### config.mk
export PLATFORM = sky130hd
export DESIGN_NAME = conFf
export DESIGN_NICKNAME = d
export VERILOG_FILES = /design/src/cpuPkg.sv /design/src/conFf.sv
export SDC_FILE = /design/constraint.sdc
export NUM_CORES = 1
export LEC_CHECK = 0
export ABC_AREA = 1
export BUFFER_PORTS_ARGS = -buffer_cell sky130_fd_sc_hd__clkbuf_2
export CAP_MARGIN = 20
export CORE_AREA = 4 4 41 43
export CTS_CLUSTER_SIZE = 8
export DETAILED_ROUTE_END_ITERATION = 7
export DIE_AREA = 0 0 45 47
export GPL_ROUTABILITY_DRIVEN = 1
export PLACE_DENSITY_LB_ADDON = 0.05
export SKIP_CTS_REPAIR_TIMING = 1
export SYNTH_ARGS = -nofsm -noshare
export SYNTH_HDL_FRONTEND = slang
export SYNTH_SLANG_ARGS = --single-unit
export TNS_END_PERCENT = 100
### constraint.sdc
create_clock -name Clock -period 0.91 [get_ports Clock]
set_input_delay 0.0455 -clock Clock [delete_from_list [all_inputs] [get_ports Clock]]
set_output_delay 0.0455 -clock Clock [all_outputs]
set_load 0.02 [all_outputs]
### src/cpuPkg.sv
`default_nettype none

package cpuPkg;

	typedef logic [31:0] word_t; // bus and register word
	typedef logic [63:0] dword_t; // full alu result before the z split
	typedef logic [3:0] regIdx_t; // general register number

	typedef enum logic [3:0] {
		opNone = 4'd0,
		opAdd = 4'd1,
		opSub = 4'd2,
		opAnd = 4'd3,
		opOr = 4'd4,
		opNeg = 4'd5,
		opNot = 4'd6,
		opShr = 4'd7,
		opShra = 4'd8,
		opShl = 4'd9,
		opRor = 4'd10,
		opRol = 4'd11,
		opMul = 4'd12
	} aluOp_t;

	// branch conditions, from ir bits 20:19
	typedef enum logic [1:0] {
		condZero = 2'd0,
		condNonZero = 2'd1,
		condPos = 2'd2,
		condNeg = 2'd3
	} cond_t;

	localparam int memDepth = 256; // ram words
	typedef logic [$clog2(memDepth)-1:0] memAddr_t; // low bits of mar

	localparam int constWidth = 19; // ir immediate field

endpackage

`default_nettype wire

### src/conFf.sv
`timescale 1ns/1ps
`default_nettype none

module conFf (
	input wire logic Clock,
	input wire logic rstN,
	input wire cpuPkg::word_t bus,
	input wire cpuPkg::word_t ir,
	input wire logic conIn,
	output logic branchOut
);

	cpuPkg::cond_t cond;
	logic taken;

	assign cond = cpuPkg::cond_t'(ir[20:19]);

	always_comb begin
		case (cond)
			cpuPkg::condZero: taken = (bus == '0);
			cpuPkg::condNonZero: taken = (bus != '0);
			cpuPkg::condPos: taken = ~bus[31]; // zero counts as positive
			default: taken = bus[31];
		endcase
	end

	always_ff @(posedge Clock or negedge rstN) begin
		if (!rstN) begin
			branchOut <= 1'b0;
		end else if (conIn) begin
			branchOut <= taken;
		end
	end

endmodule

`default_nettype wire

==> results.sh, run 1 <==
export IMPL_fin_nets=147
export IMPL_cp_arrival_ns=0.83
export IMPL_cp_data_required_time_ns=0.79
export IMPL_gp_congestion=0.601
export IMPL_synthDistinctLibCells=9
export IMPL_cpMaxStageDelayCell="or2_1"
export IMPL_worstHoldPathType="input port to register"
export IMPL_yosys_warnings=0
export IMPL_dieWidth_microns=45
export IMPL_finalPower_uw=180
export IMPL_pwr_density_cell_nw_per_um2=441
export IMPL_outcome="finished with violations"
export IMPL_hpwl_microns=690
export IMPL_synth_nets=106
export IMPL_initial_core_util_pct=13.8
export IMPL_drt_pass1_iter_count=2
export IMPL_critical_path_top_delay_family="simple AND/OR/NAND/NOR gates"
export IMPL_ant_nets=0
export IMPL_finalWirelength_microns=711
export IMPL_grt_pass1_wl_microns=972
export IMPL_critical_path_most_common_cell="nand2_1"
export IMPL_core_sq_um=1300
export IMPL_first_iter_violations=1
export IMPL_grt_overflow=0
export IMPL_largestRegisters="branchOut (1)"
export IMPL_final_cell_mix="36 x clkbuf_2, 17 x nor2_1, 11 x nand2_1"
export IMPL_wl_per_cell_microns=7.65
export IMPL_hold_slack_ns=0.287
export IMPL_fin_crit_ns=0.951
export IMPL_worst_setup_path_end_kind="register"
export IMPL_hold_viol_final=0
export IMPL_path_class="input port to register"
export IMPL_post_route_drc_count=0
export IMPL_rsz0062_at_grt="yes"
export IMPL_clk_latency_ns=0
export IMPL_area_sequential_sq_um=25.0
export IMPL_drv_slew=0
export IMPL_syn_inst=39
export IMPL_io_buffers=37
export IMPL_area_growth_pct=126
export IMPL_skew_ns=0
export IMPL_synth_cell_area_sq_um=180
export IMPL_post_route_cells_drive_above_1_share_pct=50.0
export IMPL_p_leak_nw=0.249
export IMPL_antenna_cells=0
export IMPL_path_max_fanout=2
export IMPL_ir_worst_vdd_v=0.000224
export IMPL_cp_start_kind="input port"
export IMPL_num_rows=13
export IMPL_die_h_microns=47
export IMPL_setup_viol=1
export IMPL_violations="setup timing"
export IMPL_grt_max_degree=3
export IMPL_multi_input_area_sq_um=144
export IMPL_min_period_over_period_pct=105
export IMPL_clk_pin_slew_ns=0
export IMPL_top_register="branchOut"
export IMPL_io_pins=68
export IMPL_layout_commonest_cell="clkbuf_2"
export IMPL_path_cells="buf_6 > or2_1 > nor2_1 > nand2_1 > nor2_1 > nand2_1 > nand2_1 > nand2_1 > nand3_1 > nand2_1"
export IMPL_ys_seq_area_share_pct=13.9
export IMPL_max_stage_delay_ns=0.21
export IMPL_fillCellCount=158
export IMPL_slew_headroom_pct=87.8
export IMPL_path_buf_inv=1
export IMPL_tightest_slew_ns=0.181
export IMPL_syn_area_per_cell_sq_um=4.62
export IMPL_first_global_vias=277
export IMPL_fin_ws_ns=-0.0410
export IMPL_ys_ff_latch=1
export IMPL_routed_via_density=3.62
export IMPL_largest_register_ffs=1
export IMPL_max_freq_ghz=1.05
export IMPL_grt_antenna_before_repair=0
export IMPL_max_cap_violations=0
export IMPL_track_usage_pct=5.75
export IMPL_vias=337
export IMPL_dieArea_sq_um=2120
-- cells by family after synthesis --
logic type	synth area share [%]
buffers and inverters	6.25
flip-flops	13.9
AND/OR/NAND/NOR	79.9
-- stage by stage --
stage	worst slack, ns	std cells	area (sq um)	TNS, ns	util, %
floorplan	0.0840	39	180	0	-
global route	-0.151	93	408	-0.151	31.3
finish	-0.0410	93	408	-0.0410	31.3
detailed placement	-0.0775	92	392	-0.0775	30.1
CTS	-0.0778	92	392	-0.0778	30.1
global placement	-0.0569	92	392	-0.0569	30.1
-- report_power, final --
part / internal, mW / switching [mW] / total (mW) / leakage, nW
Combinational: 0.0808 / 0.0461 / 0.127 / 0.237
Sequential: 0.0501 / 0.00284 / 0.0530 / 0.0120
Clock: 0 / 0 / 0 / 0
-- worst register-to-register path: cells and delay by family (launching register included) --
| family | cells | cell delay [ns] |
|---|---|---|
| and+or+nand+nor | 2 | 0.11 |
| DFF | 1 | 0.36 |
-- worst paths after layout --
path                       cells after the start   endpoint       from  slack, ns
max                                           10  branchOut     ir[20]      -0.04
min                                            3  branchOut      conIn       0.29
max reg2reg                                    2  branchOut  branchOut       0.32
min reg2reg                                    2  branchOut  branchOut       0.48
max in group asynchronous                      2  branchOut       rstN       0.47
min in group asynchronous                      2  branchOut       rstN       0.36
-- synth_stat cells, drive strengths merged --
master | count | share of area [%]
nand3 | 3 | 8.3
or2 | 1 | 3.5
nand2 | 11 | 23
nor2 | 18 | 39
nor3 | 1 | 2.8
nand4 | 1 | 3.5
inv | 3 | 6.2
dfrtp | 1 | 14
-- final cells by class --
| type | count | share of cell area [%] |
|---|---|---|
| Timing Repair Buffer | 39 | 51.2 |
| Tap cell | 15 | 4.60 |
| Sequential cell | 1 | 6.13 |
| Multi-Input combinational cell | 35 | 35.3 |
| Inverter | 3 | 2.76 |
-- per-layer routing --
layer	part of all wire, %	routed length [microns]	GRT usage, %
met5	0	0	0
met4	0	0	0
met3	14	97	0
met2	54	383	12.7
met1	32	230	6.32
Power figures use the tool's default switching activity.
==> run 2: changes to the inputs <==
--- a/config.mk
+++ b/config.mk
@@ -8,11 +8,10 @@
 export ABC_AREA = 1
 export BUFFER_PORTS_ARGS = -buffer_cell sky130_fd_sc_hd__clkbuf_2
 export CAP_MARGIN = 20
-export CORE_AREA = 4 4 41 43
+export CORE_AREA = 10 10 47 49
 export CTS_CLUSTER_SIZE = 8
 export DETAILED_ROUTE_END_ITERATION = 7
-export DIE_AREA = 0 0 45 47
-export GPL_ROUTABILITY_DRIVEN = 1
+export DIE_AREA = 0 0 57 59
 export PLACE_DENSITY_LB_ADDON = 0.05
 export SKIP_CTS_REPAIR_TIMING = 1
 export SYNTH_ARGS = -nofsm -noshare
==> results.sh, run 2 (synthesized netlist as in run 1, its figures left out) <==
export IMPL_ff2ff_setup_slack_ns=0.33
export IMPL_fin_ws_ns=-0.0334
export IMPL_grt_antenna_before_repair=0
export IMPL_cp_arrival_ns=0.82
export IMPL_cpMaxStageDelayCell="or2_1"
export IMPL_routed_via_density=3.80
export IMPL_rsz0062_at_grt="yes"
export IMPL_max_freq_ghz=1.06
export IMPL_top_register="branchOut"
export IMPL_post_route_cells_drive_above_1_share_pct=50.6
export IMPL_critical_path_top_delay_family="simple AND/OR/NAND/NOR gates"
export IMPL_layout_commonest_cell="clkbuf_2"
export IMPL_rr_worst_depth=2
export IMPL_worstHoldPathType="input port to register"
export IMPL_first_iter_violations=0
export IMPL_grt_pass1_wl_microns=1390
export IMPL_drt_pass1_iter_count=1
export IMPL_path_cells="buf_6 > or2_1 > nor2_1 > nand2_1 > nor2_1 > nand2_1 > nand2_1 > nand2_1 > nand3_1 > nand2_1"
export IMPL_fillCellCount=159
export IMPL_fin_crit_ns=0.943
export IMPL_dieWidth_microns=57
export IMPL_largestRegisters="branchOut (1)"
export IMPL_wl_per_cell_microns=9.60
export IMPL_path_depth=10
export IMPL_clk_pin_slew_ns=0
export IMPL_ant_nets=0
export IMPL_path_class="input port to register"
export IMPL_fin_cells=93
export IMPL_dp_cells=92
export IMPL_drv_slew=0
export IMPL_fin_util_pct=28.8
export IMPL_grt_overflow=0
export IMPL_skew_ns=0
export IMPL_worst_setup_path_end_kind="register"
export IMPL_gp_congestion=0.636
export IMPL_hold_viol_final=0
export IMPL_finalPower_uw=178
export IMPL_path_max_fanout=2
export IMPL_grt_max_degree=3
export IMPL_max_cap_violations=0
export IMPL_vias=353
export IMPL_path_buf_inv=1
export IMPL_min_period_over_period_pct=104
export IMPL_track_usage_pct=4.64
export IMPL_holdPathStages=3
export IMPL_area_growth_pct=124
export IMPL_antenna_cells=0
export IMPL_fin_nets=146
export IMPL_ir_worst_vdd_v=0.000259
export IMPL_outcome="finished with violations"
export IMPL_tightest_slew_ns=0.149
export IMPL_io_buffers=37
export IMPL_slew_headroom_pct=90.0
export IMPL_hpwl_microns=871
export IMPL_final_cell_mix="36 x clkbuf_2, 16 x nor2_1, 11 x nand2_1"
export IMPL_largest_register_ffs=1
export IMPL_io_pins=68
export IMPL_num_rows=14
export IMPL_finalWirelength_microns=893
export IMPL_violations="setup timing"
export IMPL_core_sq_um=1400
export IMPL_die_h_microns=59
export IMPL_max_stage_delay_ns=0.21
export IMPL_pwr_density_cell_nw_per_um2=440
export IMPL_setup_viol=1
export IMPL_pre_cts_ws_ns=-0.0550
export IMPL_dieArea_sq_um=3360
export IMPL_clk_latency_ns=0
export IMPL_critical_path_most_common_cell="nand2_1"
export IMPL_initial_core_util_pct=12.9
export IMPL_first_global_vias=379
export IMPL_cp_data_required_time_ns=0.79
export IMPL_p_leak_nw=0.244
export IMPL_post_route_drc_count=0
export IMPL_cp_start_kind="input port"
==> run 2: cell count changes in the layout (fill, tap and decap cells not counted) <==
cell    before  now
buf_4        1    0
nor2_1      17   16
nor2_2       1    2
==> run 2: final cells by class <==
cell class              count  area, sq um  area share, %
multi-input cells          35          146           36.2
well taps                  16         20.0           4.95
repair buffers             38          201           49.8
inverters                   3         11.3           2.79
flip-flops and latches      1         25.0           6.19
==> run 2: worst min-delay path, stage by stage <==
cell	delay (ns)
clkbuf_2	0.09
nand3_1	0.07
nand2_1	0.06
==> run 2: power by group <==
part / internal, mW / leakage (nW) / switching (mW) / total, mW
sequential: 0.0501 / 0.0120 / 0.00206 / 0.0521
clock: 0 / 0 / 0 / 0
combinational: 0.0787 / 0.232 / 0.0470 / 0.126
total: 0.129 / 0.244 / 0.0490 / 0.178
==> run 2: final timing paths <==
kind,startpoint,endpoint
worst max-delay path,ir[20],branchOut
worst min-delay path,conIn,branchOut
worst max register to register,branchOut,branchOut
worst min register to register,branchOut,branchOut
max in group asynchronous,rstN,branchOut
min in group asynchronous,rstN,branchOut
==> run 2: metrics by stage <==
step	area (sq um)	TNS, ns	hold WS [ns]
after CTS	385	-0.0604	-0.178
after floorplan	180	0	-0.250
after global routing	404	-0.182	0.347
final	404	-0.0334	0.299
after global placement	385	-0.0544	-0.179
after detailed placement	385	-0.0550	-0.179
==> run 2: per-layer routing <==
layer	share of wire (%)	GRT usage (%)
met4	0	0
met1	39	5.51
met5	0	0
met2	44	7.60
met3	17	2.58
==> run 3: changes to the inputs <==
--- a/config.mk
+++ b/config.mk
@@ -5,7 +5,6 @@
 export SDC_FILE = /design/constraint.sdc
 export NUM_CORES = 1
 export LEC_CHECK = 0
-export ABC_AREA = 1
 export BUFFER_PORTS_ARGS = -buffer_cell sky130_fd_sc_hd__clkbuf_2
 export CAP_MARGIN = 20
 export CORE_AREA = 10 10 47 49
==> results.sh, run 3 <==
export IMPL_yosys_top_cells_count="7 x nor4_1, 2 x nand3_1, 2 x nor2_1"
export IMPL_worst_setup_path_end_kind="register"
export IMPL_path_class="input port to register"
export IMPL_hpwl_microns=969
export IMPL_grt_max_degree=3
export IMPL_finalSetupTns_ns=-0.231
export IMPL_drt_pass1_iter_count=2
export IMPL_synthDistinctLibCells=14
export IMPL_top_register="branchOut"
export IMPL_async_flop_share_pct=100
export IMPL_first_global_vias=396
export IMPL_grt_overflow=0
export IMPL_largest_register_ffs=1
export IMPL_p_leak_nw=0.212
export IMPL_final_cell_mix="36 x clkbuf_2, 5 x nor4_2, 2 x nor2_1, 2 x nand3_1"
export IMPL_clk_pin_slew_ns=0
export IMPL_clk_latency_ns=0
export IMPL_synth_compound_area_share_pct=9.17
export IMPL_synth_top_cell_by_area="nor4_1"
export IMPL_slew_headroom_pct=83.2
export IMPL_grt_antenna_before_repair=0
export IMPL_max_cap_violations=0
export IMPL_synth_most_common_cell="nor4_1"
export IMPL_wl_per_cell_microns=12.5
export IMPL_cp_arrival_ns=1.07
export IMPL_grt_pass1_wl_microns=1570
export IMPL_area_sequential_sq_um=25.0
export IMPL_antenna_cells=0
export IMPL_layout_commonest_cell="clkbuf_2"
export IMPL_synth_nets=89
export IMPL_largestRegisters="branchOut (1)"
export IMPL_worstHoldPathType="input port to asynchronous set/reset pin"
export IMPL_yosys_warnings=0
export IMPL_max_freq_ghz=0.876
export IMPL_synth_mux_area_share_pct=0
export IMPL_dpl_cell_area_sq_um=409
export IMPL_finalPower_uw=196
export IMPL_dp_cells=76
export IMPL_multi_input_area_sq_um=168
export IMPL_ys_seq_area_share_pct=16.7
export IMPL_tightest_slew_ns=0.250
export IMPL_die_h_microns=59
export IMPL_num_rows=14
export IMPL_post_route_cells_drive_above_1_share_pct=75.4
export IMPL_post_route_drc_count=0
export IMPL_outcome="finished with violations"
export IMPL_rsz0062_at_grt="yes"
export IMPL_gp_congestion=0.618
export IMPL_setup_viol=1
export IMPL_cp_start_kind="input port"
export IMPL_ant_nets=0
export IMPL_initial_core_util_pct=10.7
export IMPL_first_iter_violations=1
export IMPL_synth_cell_area_sq_um=150
export IMPL_path_max_fanout=2
export IMPL_hold_slack_ns=0.363
export IMPL_core_sq_um=1400
export IMPL_routed_via_density=4.14
export IMPL_syn_area_per_cell_sq_um=6.82
export IMPL_ir_worst_vdd_v=0.000151
export IMPL_pwr_density_cell_nw_per_um2=460
export IMPL_fin_crit_ns=1.14
export IMPL_fin_nets=130
export IMPL_fin_ws_ns=-0.231
export IMPL_synth_top_family_by_area="simple AND/OR/NAND/NOR gates"
export IMPL_area_growth_pct=183
export IMPL_syn_inst=22
export IMPL_ys_ff_latch=1
export IMPL_synth_xor_area_share_pct=0
export IMPL_drv_slew=0
export IMPL_hold_viol_final=0
export IMPL_cp_data_required_time_ns=0.84
export IMPL_worstSetupStartpoint="bus[19]"
export IMPL_pre_cts_ws_ns=-0.254
export IMPL_dieWidth_microns=57
export IMPL_synth_area_top_cells="nor4_1 29%, dfrtp_1 17%, nand3_1 6.7%"
export IMPL_synth_edf_count=0
export IMPL_yosys_area_share_simple_pct=71.7
export IMPL_synthAdderAreaFrac_pct=0
export IMPL_io_pins=68
export IMPL_fin_cells=77
export IMPL_dieArea_sq_um=3360
export IMPL_fin_util_pct=30.4
export IMPL_skew_ns=0
export IMPL_fillCellCount=166
export IMPL_reg2reg_from="branchOut"
export IMPL_finalWirelength_microns=962
export IMPL_synth_top_cell_area_share_pct=29.2
export IMPL_ys_flop_type="dfrtp_1"
export IMPL_min_period_over_period_pct=125
export IMPL_io_buffers=37
export IMPL_vias=319
export IMPL_violations="setup timing"
export IMPL_fin_area_sq_um=425
export IMPL_track_usage_pct=5.24
[run 3: report_power, final]
group,leakage (nW),internal [mW],switching (mW),total (mW)
sequential,0.0114,0.0508,0.00306,0.0539
combinational,0.201,0.0861,0.0558,0.142
clock,0,0,0,0
total,0.212,0.137,0.0589,0.196
[run 3: final cells by class]
class	instances	area share (%)
repair buffers	39	49.1
flip-flops and latches	1	5.88
multi-input cells	20	39.4
well taps	16	4.71
inverters	1	0.882
[run 3: critical path, stage by stage]
cell     delay [ns]
buf_6          0.09
nor4_4         0.24
nand3_1        0.13
or4_1          0.48
nand3_1        0.08
[run 3: routing by layer]
layer	part of all wire, %	track usage, %	vias to the layer above	wire length (microns)
li1	-	-	169	-
met5	0	0	-	0
met3	11	2.15	0	108
met4	0	0	0	0
met1	41	5.74	128	398
met2	47	9.77	22	455
[run 3: cell families (layout without fill, tap and decap cells)]
family,Yosys count,count (layout)
AND/OR/NAND/NOR,18,18
AO/OA/AOI/OAI,2,2
flip-flops,1,1
buffers and inverters,1,40
[run 3: final timing paths]
path	cells past startpoint	end	slack [ns]
min in group Clock	5	branchOut	0.41
min reg2reg	2	branchOut	0.53
max	5	branchOut	-0.23
max in group asynchronous	2	branchOut	0.46
max reg2reg	2	branchOut	0.05
min	2	branchOut	0.36
